==> config.mk <==
export PLATFORM = sky130hd
export DESIGN_NAME = chip_shell_top
export DESIGN_NICKNAME = d
export VERILOG_FILES = /design/src/verilog/chip_shell_pkg.sv /design/src/verilog/chip_shell_top.sv /design/src/verilog/tap_pad_mux.sv /design/src/verilog/strap_regs.sv /design/src/verilog/pad_map.sv /design/src/verilog/por_gen.sv
export SDC_FILE = /design/constraint.sdc
export NUM_CORES = 1
export LEC_CHECK = 0
export ABC_CLOCK_PERIOD_IN_PS = 1300
export BUFFER_PORTS_ARGS = -buffer_cell sky130_fd_sc_hd__buf_2
export CORE_AREA = 8 8 93 95
export CTS_CLUSTER_DIAMETER = 50
export DETAILED_ROUTE_END_ITERATION = 10
export DIE_AREA = 0 0 101 103
export PLACE_DENSITY = 0.68
export REMOVE_ABC_BUFFERS = 1
export SYNTH_ARGS = -nofsm -noshare
export SYNTH_HDL_FRONTEND = slang
export SYNTH_HIERARCHICAL = 1
export SYNTH_SLANG_ARGS = --single-unit
==> constraint.sdc <==
create_clock -name clk_aon -period 1.3 [get_ports clk_aon]
set_clock_uncertainty 0.15 [all_clocks]
set_input_delay 0.195 -clock clk_aon [delete_from_list [all_inputs] [get_ports clk_aon]]
set_output_delay 0.195 -clock clk_aon [all_outputs]
set_load 0.01 [all_outputs]
==> src/verilog/chip_shell_pkg.sv <==
// chip shell package
// pad counts, pad and strap positions, power-on constants and the shared structs

`default_nettype none

package chip_shell_pkg;

  ////////////////////////////////////////
  // pad counts and positions
  ////////////////////////////////////////

  localparam int unsigned NMioPads = 37;
  localparam int unsigned NDioPads = 6;

  // dedicated pads
  localparam int unsigned DioSpiSd0 = 0;
  localparam int unsigned DioSpiSd1 = 1;
  localparam int unsigned DioSpiSck = 2;
  localparam int unsigned DioSpiCsb = 3;
  localparam int unsigned DioUsbDp  = 4;
  localparam int unsigned DioUsbDn  = 5;

  // multiplexed pads with a fixed role
  localparam int unsigned MioUartRx    = 25;
  localparam int unsigned MioUartTx    = 26;
  localparam int unsigned MioUsbSense0 = 35;
  localparam int unsigned MioUsbSense1 = 36;
  // nominal trst position, trst is taken from the csb pad instead
  localparam int unsigned MioTrst      = 18;

  // strap pins, sampled when power-ok rises
  localparam int unsigned MioTapStrap0 = 26;
  localparam int unsigned MioTapStrap1 = 16;
  localparam int unsigned MioDftStrap0 = 21;
  localparam int unsigned MioDftStrap1 = 22;

  ////////////////////////////////////////
  // power-on emulation
  ////////////////////////////////////////

  localparam int unsigned PorCntWidth     = 4;
  localparam int unsigned PorGlitchLo     = 4;
  localparam int unsigned PorGlitchHi     = 8;
  localparam int unsigned PorSettle       = 12;
  localparam int unsigned PokFilterCycles = 3;
  localparam int unsigned PokFiltWidth    = $clog2(PokFilterCycles + 1);

  ////////////////////////////////////////
  // shared structs
  ////////////////////////////////////////

  // out and oe of one pad class
  typedef struct packed {
    logic [NMioPads-1:0] out;
    logic [NMioPads-1:0] oe;
  } mio_io_t;

  typedef struct packed {
    logic [NDioPads-1:0] out;
    logic [NDioPads-1:0] oe;
  } dio_io_t;

  typedef struct packed {
    logic tck;
    logic tms;
    logic trst_n;
    logic tdi;
  } jtag_req_t;

  typedef struct packed {
    logic tdo;
    logic tdo_oe;
  } jtag_rsp_t;

  typedef struct packed {
    logic       valid;
    logic [1:0] tap_sel;
    logic [1:0] dft_sel;
  } strap_t;

endpackage

`default_nettype wire
==> src/verilog/chip_shell_top.sv <==
// chip shell top level
// power-on, pad mapping, strap capture and tap pad routing around the core ports

`default_nettype none

module chip_shell_top (
  input  wire                                 clk_aon,
  input  wire                                 arst_n_i,
  // chip pins
  input  wire  [31:0]                         gpio_p2d_i,
  input  wire                                 uart_rx_i,
  input  wire                                 spi_sck_i,
  input  wire                                 spi_csb_i,
  input  wire                                 spi_sdi_i,
  input  wire                                 usb_sense_i,
  input  wire                                 usb_dp_i,
  input  wire                                 usb_dn_i,
  output logic [31:0]                         gpio_d2p_o,
  output logic [31:0]                         gpio_en_d2p_o,
  output logic                                uart_tx_o,
  output logic                                uart_tx_en_o,
  output logic                                spi_sdo_o,
  output logic                                spi_sdo_en_o,
  output logic                                usb_dp_o,
  output logic                                usb_dp_en_o,
  output logic                                usb_dn_o,
  output logic                                usb_dn_en_o,
  // core side
  input  chip_shell_pkg::mio_io_t             core_mio_i,
  input  chip_shell_pkg::dio_io_t             core_dio_i,
  input  chip_shell_pkg::jtag_rsp_t           core_jtag_i,
  output logic [chip_shell_pkg::NMioPads-1:0] core_mio_in_o,
  output logic [chip_shell_pkg::NDioPads-1:0] core_dio_in_o,
  output chip_shell_pkg::jtag_req_t           core_jtag_o,
  output logic                                core_rst_n_o,
  output chip_shell_pkg::strap_t              strap_o
);

  logic [chip_shell_pkg::NDioPads-1:0] raw_dio_in;
  chip_shell_pkg::dio_io_t             pad_dio;

  ////////////////////////////////////////
  // power-on and straps
  ////////////////////////////////////////

  // power-ok is the core reset
  por_gen u_por_gen (
    .clk_aon  (clk_aon),
    .arst_n_i (arst_n_i),
    .pok_o    (core_rst_n_o)
  );

  // straps read straight off the mapped mio inputs
  strap_regs u_strap_regs (
    .clk_aon  (clk_aon),
    .arst_n_i (arst_n_i),
    .pok_i    (core_rst_n_o),
    .mio_in_i (core_mio_in_o),
    .strap_o  (strap_o)
  );

  ////////////////////////////////////////
  // pads
  ////////////////////////////////////////

  pad_map u_pad_map (
    .gpio_p2d_i    (gpio_p2d_i),
    .uart_rx_i     (uart_rx_i),
    .spi_sck_i     (spi_sck_i),
    .spi_csb_i     (spi_csb_i),
    .spi_sdi_i     (spi_sdi_i),
    .usb_sense_i   (usb_sense_i),
    .usb_dp_i      (usb_dp_i),
    .usb_dn_i      (usb_dn_i),
    .mio_i         (core_mio_i),
    .dio_i         (pad_dio),
    .mio_in_o      (core_mio_in_o),
    .dio_in_o      (raw_dio_in),
    .gpio_d2p_o    (gpio_d2p_o),
    .gpio_en_d2p_o (gpio_en_d2p_o),
    .uart_tx_o     (uart_tx_o),
    .uart_tx_en_o  (uart_tx_en_o),
    .spi_sdo_o     (spi_sdo_o),
    .spi_sdo_en_o  (spi_sdo_en_o),
    .usb_dp_o      (usb_dp_o),
    .usb_dp_en_o   (usb_dp_en_o),
    .usb_dn_o      (usb_dn_o),
    .usb_dn_en_o   (usb_dn_en_o)
  );

  tap_pad_mux u_tap_pad_mux (
    .tap_sel_i  (strap_o.tap_sel),
    .dio_in_i   (raw_dio_in),
    .core_dio_i (core_dio_i),
    .jtag_rsp_i (core_jtag_i),
    .dio_in_o   (core_dio_in_o),
    .dio_io_o   (pad_dio),
    .jtag_req_o (core_jtag_o)
  );

endmodule

`default_nettype wire

==> src/verilog/tap_pad_mux.sv <==
// tap pad mux
// shares the spi device pads between the core dio and the jtag port

`default_nettype none

module tap_pad_mux (
  input  wire  [1:0]                          tap_sel_i,
  input  wire  [chip_shell_pkg::NDioPads-1:0] dio_in_i,
  input  chip_shell_pkg::dio_io_t             core_dio_i,
  input  chip_shell_pkg::jtag_rsp_t           jtag_rsp_i,
  output logic [chip_shell_pkg::NDioPads-1:0] dio_in_o,
  output chip_shell_pkg::dio_io_t             dio_io_o,
  output chip_shell_pkg::jtag_req_t           jtag_req_o
);

  logic tap_en;

  assign tap_en = |tap_sel_i;

  ////////////////////////////////////////
  // pad side to core and tap
  ////////////////////////////////////////

  always_comb begin
    dio_in_o   = dio_in_i;
    jtag_req_o = '0;
    if (tap_en) begin
      jtag_req_o.tck    = dio_in_i[chip_shell_pkg::DioSpiSck];
      jtag_req_o.tms    = dio_in_i[chip_shell_pkg::DioSpiCsb];
      jtag_req_o.tdi    = dio_in_i[chip_shell_pkg::DioSpiSd0];
      // no trst pad on this build, csb low holds the tap out of reset
      jtag_req_o.trst_n = ~dio_in_i[chip_shell_pkg::DioSpiCsb];
      // spi device sees idle pads while the tap owns them
      dio_in_o[chip_shell_pkg::DioSpiSck] = 1'b0;
      dio_in_o[chip_shell_pkg::DioSpiCsb] = 1'b0;
      dio_in_o[chip_shell_pkg::DioSpiSd0] = 1'b0;
    end
  end

  ////////////////////////////////////////
  // core and tap to pad side
  ////////////////////////////////////////

  // usb bits are never touched
  always_comb begin
    dio_io_o = core_dio_i;
    if (tap_en) begin
      dio_io_o.out[chip_shell_pkg::DioSpiSd1] = jtag_rsp_i.tdo;
      dio_io_o.oe[chip_shell_pkg::DioSpiSd1]  = jtag_rsp_i.tdo_oe;
    end
  end

endmodule

`default_nettype wire

==> src/verilog/strap_regs.sv <==
// strap registers
// samples tap and dft straps on each rising edge of power-ok

`default_nettype none

module strap_regs (
  input  wire                                 clk_aon,
  input  wire                                 arst_n_i,
  input  wire                                 pok_i,
  input  wire  [chip_shell_pkg::NMioPads-1:0] mio_in_i,
  output chip_shell_pkg::strap_t              strap_o
);

  logic pok_q;
  logic pok_rise;

  always_ff @(posedge clk_aon or negedge arst_n_i) begin
    if (!arst_n_i) begin
      pok_q <= 1'b0;
    end else begin
      pok_q <= pok_i;
    end
  end

  assign pok_rise = pok_i & ~pok_q;

  // tap_sel steers the pad mux, so it must come out of reset idle
  // a second power-ok pulse recaptures, the last capture wins
  always_ff @(posedge clk_aon or negedge arst_n_i) begin
    if (!arst_n_i) begin
      strap_o <= '0;
    end else if (pok_rise) begin
      strap_o.valid   <= 1'b1;
      strap_o.tap_sel <= {mio_in_i[chip_shell_pkg::MioTapStrap1],
                          mio_in_i[chip_shell_pkg::MioTapStrap0]};
      strap_o.dft_sel <= {mio_in_i[chip_shell_pkg::MioDftStrap1],
                          mio_in_i[chip_shell_pkg::MioDftStrap0]};
    end
  end

endmodule

`default_nettype wire

==> src/verilog/pad_map.sv <==
// pad map
// chip pins onto the raw mio/dio input vectors and pad outputs back onto the pins

`default_nettype none

module pad_map (
  // chip input pins
  input  wire  [31:0]                            gpio_p2d_i,
  input  wire                                    uart_rx_i,
  input  wire                                    spi_sck_i,
  input  wire                                    spi_csb_i,
  input  wire                                    spi_sdi_i,
  input  wire                                    usb_sense_i,
  input  wire                                    usb_dp_i,
  input  wire                                    usb_dn_i,
  // pad outputs from the core side
  input  chip_shell_pkg::mio_io_t                mio_i,
  input  chip_shell_pkg::dio_io_t                dio_i,
  // raw pad inputs
  output logic [chip_shell_pkg::NMioPads-1:0]    mio_in_o,
  output logic [chip_shell_pkg::NDioPads-1:0]    dio_in_o,
  // chip output pins
  output logic [31:0]                            gpio_d2p_o,
  output logic [31:0]                            gpio_en_d2p_o,
  output logic                                   uart_tx_o,
  output logic                                   uart_tx_en_o,
  output logic                                   spi_sdo_o,
  output logic                                   spi_sdo_en_o,
  output logic                                   usb_dp_o,
  output logic                                   usb_dp_en_o,
  output logic                                   usb_dn_o,
  output logic                                   usb_dn_en_o
);

  ////////////////////////////////////////
  // pins to pads
  ////////////////////////////////////////

  always_comb begin
    mio_in_o = '0;
    mio_in_o[31:0] = gpio_p2d_i;
    mio_in_o[chip_shell_pkg::MioUartRx] = uart_rx_i;
    // both sense pads see the same pin
    mio_in_o[chip_shell_pkg::MioUsbSense0] = usb_sense_i;
    mio_in_o[chip_shell_pkg::MioUsbSense1] = usb_sense_i;
  end

  // sd1 is output only on this chip
  always_comb begin
    dio_in_o = '0;
    dio_in_o[chip_shell_pkg::DioSpiSd0] = spi_sdi_i;
    dio_in_o[chip_shell_pkg::DioSpiSck] = spi_sck_i;
    dio_in_o[chip_shell_pkg::DioSpiCsb] = spi_csb_i;
    dio_in_o[chip_shell_pkg::DioUsbDp]  = usb_dp_i;
    dio_in_o[chip_shell_pkg::DioUsbDn]  = usb_dn_i;
  end

  ////////////////////////////////////////
  // pads to pins
  ////////////////////////////////////////

  // gpio 26 is taken by uart tx
  always_comb begin
    gpio_d2p_o    = mio_i.out[31:0];
    gpio_en_d2p_o = mio_i.oe[31:0];
    gpio_d2p_o[chip_shell_pkg::MioUartTx]    = 1'b0;
    gpio_en_d2p_o[chip_shell_pkg::MioUartTx] = 1'b0;
  end

  assign uart_tx_o    = mio_i.out[chip_shell_pkg::MioUartTx];
  assign uart_tx_en_o = mio_i.oe[chip_shell_pkg::MioUartTx];

  assign spi_sdo_o    = dio_i.out[chip_shell_pkg::DioSpiSd1];
  assign spi_sdo_en_o = dio_i.oe[chip_shell_pkg::DioSpiSd1];

  assign usb_dp_o     = dio_i.out[chip_shell_pkg::DioUsbDp];
  assign usb_dp_en_o  = dio_i.oe[chip_shell_pkg::DioUsbDp];
  assign usb_dn_o     = dio_i.out[chip_shell_pkg::DioUsbDn];
  assign usb_dn_en_o  = dio_i.oe[chip_shell_pkg::DioUsbDn];

endmodule

`default_nettype wire

==> src/verilog/por_gen.sv <==
// power-on generator
// emulates a supply that glitches at power-up and filters it into power-ok

`default_nettype none

module por_gen (
  input  wire  clk_aon,
  input  wire  arst_n_i,
  output logic pok_o
);

  logic [chip_shell_pkg::PorCntWidth-1:0]  cnt;
  logic                                    vcc_supp;
  logic [chip_shell_pkg::PokFiltWidth-1:0] hi_cnt;

  // free-running until saturation at all ones
  always_ff @(posedge clk_aon or negedge arst_n_i) begin
    if (!arst_n_i) begin
      cnt <= '0;
    end else if (cnt != '1) begin
      cnt <= cnt + 1'b1;
    end
  end

  ////////////////////////////////////////
  // emulated supply: low, high, low, high
  ////////////////////////////////////////

  always_comb begin
    if (cnt < chip_shell_pkg::PorGlitchLo) begin
      vcc_supp = 1'b0;
    end else if (cnt < chip_shell_pkg::PorGlitchHi) begin
      vcc_supp = 1'b1;
    end else if (cnt < chip_shell_pkg::PorSettle) begin
      vcc_supp = 1'b0;
    end else begin
      vcc_supp = 1'b1;
    end
  end

  // count consecutive high samples, any low sample drops pok next cycle
  always_ff @(posedge clk_aon or negedge arst_n_i) begin
    if (!arst_n_i) begin
      hi_cnt <= '0;
      pok_o  <= 1'b0;
    end else if (!vcc_supp) begin
      hi_cnt <= '0;
      pok_o  <= 1'b0;
    end else begin
      if (hi_cnt < chip_shell_pkg::PokFilterCycles) begin
        hi_cnt <= hi_cnt + 1'b1;
      end
      // this sample is the last one the filter needs
      pok_o <= (hi_cnt >= chip_shell_pkg::PokFilterCycles - 1);
    end
  end

endmodule

`default_nettype wire

# ---- After elaboration in Yosys (flattened, before gate mapping)
# Cells that the tools add are included.
dict set report totals {
  register_bits 13
  latchBits 0
  ramBits 0
  romBits 0
  input_bits 129
  output_inout_bits 125
  elab_cells 31
  mem_count 0
}
dict set report op_classes {
  addsub 2
  mul 0
  div_mod_pow 0
  n_lt_le_gt_ge 5
  eq_ne 2
  shifts 0
  mux 11
  n_bitwise 3
  reduce_logical 1
}
# operator n
set ops {}
lappend ops {{less-than comparator 4 bit, second input constant} 2}
lappend ops {{two-way mux 1 bit} 7}
lappend ops {{two-way mux 2 bit} 3}
lappend ops {{adder 4 x 1 -> 4 bit, second input constant} 1}
lappend ops {{less-than comparator 4 x 3 -> 1 bit, second input constant} 1}
lappend ops {{two-way mux 4 bit} 1}
lappend ops {{!= test 4 bit, second input constant} 1}
lappend ops {{adder 2 x 1 -> 2 bit, second input constant} 1}
lappend ops {{>= comparator 2 bit, second input constant} 1}
lappend ops {{less-than comparator 2 bit, second input constant} 1}
lappend ops {{!= test 2 bit, second input constant} 1}
lappend ops {{inverter 1 bit} 2}
lappend ops {{OR reduction 2 bit} 1}
lappend ops {{bitwise AND 1 bit} 1}

# ---- Logic depth before layout (Yosys ltp)
# Gate-level depths: netlist of run 1.
dict set report logic_depth {
  depth_word 5
  depth_mapped 4
  depth_no_buf 4
}

# ---- Modules after synthesis
# Netlist of run 1, hierarchy kept.
# module n_inst cells_per_inst area_each_um2 seq_area_each_um2
set modules_own_cells {}
lappend modules_own_cells {pad_map 1 116 867.1 0.0}
lappend modules_own_cells {por_gen 1 26 327.8 175.2}
lappend modules_own_cells {strap_regs 1 12 215.2 150.1}
lappend modules_own_cells {tap_pad_mux 1 23 191.4 0.0}

# ---- Worst setup path before layout of run 1
# No wires, ideal clock.
dict set report synth_timing {
  path_kind {register -> output}
  from {reg, netlist name u_strap_regs/strap_o[3]}
  to {out spi_sdo_en_o}
  t_arrival_ps 1064
  required_time_ps 955
  slack_ps -109
  stages_incl_launch_ff 4
  path_buffers 1
  path_cell_list {dfrtp_1 -> nor2_4 -> mux2_4 -> buf_4}
}
# element line_no
set synth_lines {}
lappend synth_lines {{end: declaration} chip_shell_top.sv:23} ;# output logic spi_sdo_en_o,

==> results of run 1 <==
[worst max path at each step]
stage                             from                  end  cells past startpoint
5_1_grt        u_strap_regs/strap_o[2]       core_jtag_o[3]                      4
4_1_cts        u_strap_regs/strap_o[2]       core_jtag_o[3]                      4
3_3_place_gp   u_strap_regs/strap_o[3]       core_jtag_o[0]                      4
2_1_floorplan      u_por_gen/hi_cnt[0]  u_por_gen/hi_cnt[1]                      4
3_5_place_dp   u_strap_regs/strap_o[3]       core_jtag_o[3]                      4
6_report       u_strap_regs/strap_o[3]       core_jtag_o[3]                      4
[registers in the layout, summed over array words and instances, names as in the netlist]
name                  count
u_por_gen/cnt             4
u_strap_regs/strap_o      5
u_por_gen/hi_cnt          2
u_por_gen/pok_o           1
u_strap_regs/pok_q        1
[metrics by stage]
stage | utilization (%) | setup WS, ns | setup TNS [ns] | hold WS [ns]
finish | 16.6 | -0.319 | -2.55 | 0.0604
global route | 16.6 | -0.364 | -3.02 | 0.0579
CTS | 15.7 | -0.347 | -2.61 | 0.0558
detailed placement | 14.0 | -0.0889 | -0.420 | -0.0511
global placement | 14.0 | -0.0722 | -0.320 | -0.0567
floorplan | - | -0.00360 | -0.00360 | -0.251
[layout make-up]
| cell class | instances | area share, % |
|---|---|---|
| multi-input cells | 40 | 30.5 |
| flip-flops and latches | 13 | 27.4 |
| inverters | 1 | 0.316 |
| well taps | 99 | 10.4 |
| repair buffers | 44 | 27.6 |
| clock buffers | 4 | 3.79 |
[where the power goes]
part           leakage [nW]  total (mW)  internal (mW)  switching, mW
Combinational         0.380       0.166         0.0892         0.0764
Clock                0.0228       0.354          0.216          0.137
Sequential            0.125       0.417          0.411        0.00537
[critical path, cell delays in order, from the launching register on]
cell and delay [ns]:
dfrtp_1 0.40, nor2_4 0.17, buf_6 0.13, and2b_2 0.21, buf_6 0.12
[cells in the final DEF, fill, tap and decap left out]
cell type and n:
xor2_1 1, or2_2 1, nor2b_4 2, xnor2_1 1, and2b_2 3, nor2_4 2, or2_4 1, nand2_1 1
conb_1 6, clkbuf_1 1, buf_6 12, ha_2 1, o21a_1 1, ha_1 2, dfrtp_1 13, mux2_4 3
mux2_2 4, a21boi_2 1, inv_2 1, a41oi_2 1, clkbuf_8 3, buf_2 20, a31oi_1 1, nor2b_1 1
nor2_1 1, dlygate4sd3_1 1, buf_4 11, nand3_2 1, a21oi_1 1, and2_2 4
[repair_timing]
item	CTS	global route
hold buffers	1	0
setup buffers	1	4
gates resized for setup	13	12
endpoints found under the hold margin	13	0
pin swaps	3	2
endpoints found under the setup margin	10	15
[per-layer routing]
metal	wire length, um	part of all wire (%)	global-route usage (%)
met1	984	6.8	4.21
met2	8450	58	54.3
met4	411	2.8	7.33
met5	31	0.21	0
met3	4590	32	41.4
==> reports/qor.txt, run 1 <==
status: finished with violations
violated checks: setup timing
Pwr Density: 788 mW/mm^2
fin crit period: 1.62 ns
Post-Syn Area: 0.00156 sq mm
GPL Wtd Cong: 0.927
Initial DRT Pass Iterations: 4
Reg area: 325 sq um
fin nets: 235
Max VDD drop: 230 uV
CP endpoint kind: output port
Final setup viols: 11
Hold EP: u_strap_regs/strap_o[0]
CTS tree: yes
die area: 0.0104 sq mm
crit path kind: reg2out
layout cell share with drive strength beyond 1: 69.6%
I/O pins: 254
Yosys warnings: 6
Via Count: 849
Post-Syn Area per Cell: 9.10 sq um
CP Launch Type: register
max-slew violations: 0
unrepaired setup endpoints after global routing: true
multi-input logic area: 362 sq um
row count: 31
Post-Layout Cell Count: 201
vias in the first global route: 779
dpl cells: 192
clk buf depth: 2
fillers: 808
reg2reg setup slack: 0 ns
DRC viols: 0
P&R area growth vs syn: -23.7%
H-Tree Depth: 1
Starting Density: 21.8%
Crit Path Max Fanout: 7
Worst R2R Path Depth: 4
1st-iter DRT viols: 35
clock-pin slew on the worst setup and hold paths: 0.05 ns
CP required: 0.95 ns
Overflow after GRT: 0
Hold Crit Class: in2reg
arrival time worst endpoint: 1.27 ns
remaining antenna violation count: 0
Reg2Reg Capture Point: u_por_gen/hi_cnt[1]
Detailed Place HPWL: 13.8 mm
Highest Clock Rate: 0.617 GHz
Clk Latency, worst-skew pair: 0.24 ns
wire per inst: 72.0 um
Lkg Pwr: 0.528 nW
Core Box Area: 0.00714 sq mm
largest net degree at the start of global routing: 14
Worst Hold Path Cells: 2
cell area after layout: 0.00119 sq mm
initial antenna violation count: 3
clock root buffer master: clkbuf_8
vias per cell: 4.22
Hold Path Origin: gpio_p2d_i[21]
gr usage total: 26.2%
fin crit share: 125%
TritonCTS Buffers: 3
WL final: 14.5 mm
# diodes: 0
Port Buf Inserts: 31
Max Cap Viol: 0
dpl cell area: 998 sq um
clock sink count: 13
DIE WIDTH: 101 um
Die Span Y: 103 um
overall power: 936 uW
cell count after synthesis: 171
Worst R2R Start: u_por_gen/hi_cnt[0]
worst setup margin: -0.319 ns
first-pass GRT wire length: 15.5 mm
Final Hold Vio Count: 0
Power figures use the tool's default switching activity.
==> run 2, diff against run 1 <==
ABC_CLOCK_PERIOD_IN_PS = 2020   (was 1300)
CTS_BUF_LIST = sky130_fd_sc_hd__clkbuf_4 sky130_fd_sc_hd__clkbuf_8 sky130_fd_sc_hd__clkbuf_16   (was default)
PLACE_DENSITY = 0.66   (was 0.68)
clock period = 2.02 ns   (was 1.3 ns; I/O delays follow)
==> run 2 against run 1 <==
The run now ends clean; core utilization fell by 2.7 points; cell area shrank 16%; die area did not move; sequential share of layout area is 5.2 points higher; critical path depth decreased by 1; sequential power is 36% lower; count of clock-buffer cells in the layout stayed put; combinational power fell by 51%; setup slack gained 0.50 ns; critical path type unchanged; worst hold slack improved by 0.099 ns; highest routed layer unchanged.
==> reports/qor.txt, run 2 (synthesized netlist as in run 1, its figures left out) <==
Most flops, register: u_strap_regs/strap_o
met3 wire len: 4.61 mm
CP Launch Type: register
Hold Crit Class: in2reg
layout cell share with drive strength beyond 1: 60.0%
Post-Layout Cell Count: 189
status: complete, no violations
worst path bufs/invs: 1
clock root buffer master: clkbuf_8
clock sink count: 13
Final Hold Vio Count: 0
Max VDD drop: 162 uV
worst setup margin: 0.178 ns
fin crit period: 1.84 ns
worst path cell trace: nor2_4 -> mux2_4 -> buf_2
initial antenna violation count: 3
Via Count: 746
most frequent cells in the layout: buf_2, dfrtp_1, conb_1
max-slew violations: 0
TritonCTS Buffers: 3
arrival time worst endpoint: 1.39 ns
DIE WIDTH: 101 um
Largest register FFs: 5
DRC viols: 0
row count: 31
Pwr Density: 596 mW/mm^2
met1 WL: 1.17 mm
gr usage total: 25.8%
dpl cell area: 938 sq um
Final Util: 14.0%
Clk Latency, worst-skew pair: 0.24 ns
die area: 0.0104 sq mm
slowest cell on the critical path: dfrtp_1
Core Box Area: 0.00714 sq mm
Reg area: 325 sq um
WL met2: 7.55 mm
Detailed Place HPWL: 13.5 mm
Worst Hold Path Cells: 2
dpl cells: 184
Worst R2R Path Depth: 4
WP depth: 3
clk buf depth: 2
H-Tree Depth: 1
I/O pins: 254
most common cell after layout, fill and taps aside: buf_2
slowest stage delay, CP: 0.42 ns
fin nets: 223
Initial DRT Pass Iterations: 4
fin crit share: 91.2%
Starting Density: 21.8%
Fin Hold WS: 0.159 ns
cell area after layout: 997 sq um
largest net degree at the start of global routing: 14
Overflow after GRT: 0
crit path kind: reg2out
highest routed layer: met5
WL final: 13.9 mm
multi-input logic area: 330 sq um
1st-iter DRT viols: 41
largest registers: u_strap_regs/strap_o (5), u_por_gen/cnt (4), u_por_gen/hi_cnt (2)
P&R area growth vs syn: -35.9%
# diodes: 0
unrepaired setup endpoints after global routing: false
setup slack at placement: 0.455 ns
Max Cap Viol: 0
clock-pin slew on the worst setup and hold paths: 0.06 ns
Highest Clock Rate: 0.543 GHz
Port Buf Inserts: 31
GPL Wtd Cong: 1.02
vias per cell: 3.95
Lkg Pwr: 0.450 nW
vias in the first global route: 746
overall power: 594 uW
Final setup viols: 0
final setup TNS: 0 ns
fillers: 840
Crit Path Max Fanout: 9
CP endpoint kind: output port
CP delay by family, top: flip-flops
Die Span Y: 103 um
first-pass GRT wire length: 15.2 mm
CP required: 1.57 ns
wire per inst: 73.6 um
cts repair resizes: 0
CTS tree: yes
remaining antenna violation count: 0
run 2: cell types whose count changed in the layout (fill, tap and decap cells not counted), sizes merged:
cell  previous run  this run
buf             43        31
run 2: repair_timing:
action                                 4_1_cts  5_1_grt
setup buffers                                0        0
hold buffers                                 1        0
endpoints found under the hold margin       13        0
run 2: path summary, 6_finish.rpt:
path	end	start	slack (ns)
min reg2reg	u_strap_regs/pok_q	u_por_gen/pok_o	0.27
min	u_strap_regs/strap_o[0]	gpio_p2d_i[21]	0.16
max	spi_sdo_en_o	u_strap_regs/strap_o[3]	0.18
max reg2reg	u_por_gen/hi_cnt[1]	u_por_gen/hi_cnt[0]	0.64
min in group asynchronous	u_por_gen/hi_cnt[0]	arst_n_i	0.37
max in group asynchronous	u_por_gen/cnt[2]	arst_n_i	1.12
run 2: power by group:
part           internal [mW]  switching [mW]  leakage [nW]
combinational         0.0354          0.0459         0.298
sequential             0.265         0.00341         0.125
clock                  0.153          0.0924        0.0262
run 2: layer usage:
| metal | GRT usage (%) | vias to the layer above |
|---|---|---|
| met5 | 2.04 | - |
| met4 | 9.39 | 6 |
| met3 | 41.1 | 26 |
| met2 | 49.9 | 201 |
| met1 | 5.72 | 273 |
| li1 | - | 240 |
run 2: area by class of cell:
class / instances / area share [%]
Sequential cell: 13 / 32.6
Timing Repair Buffer: 32 / 16.6
Tap cell: 99 / 12.4
Multi-Input combinational cell: 40 / 33.1
Clock buffer: 4 / 4.89
Inverter: 1 / 0.376
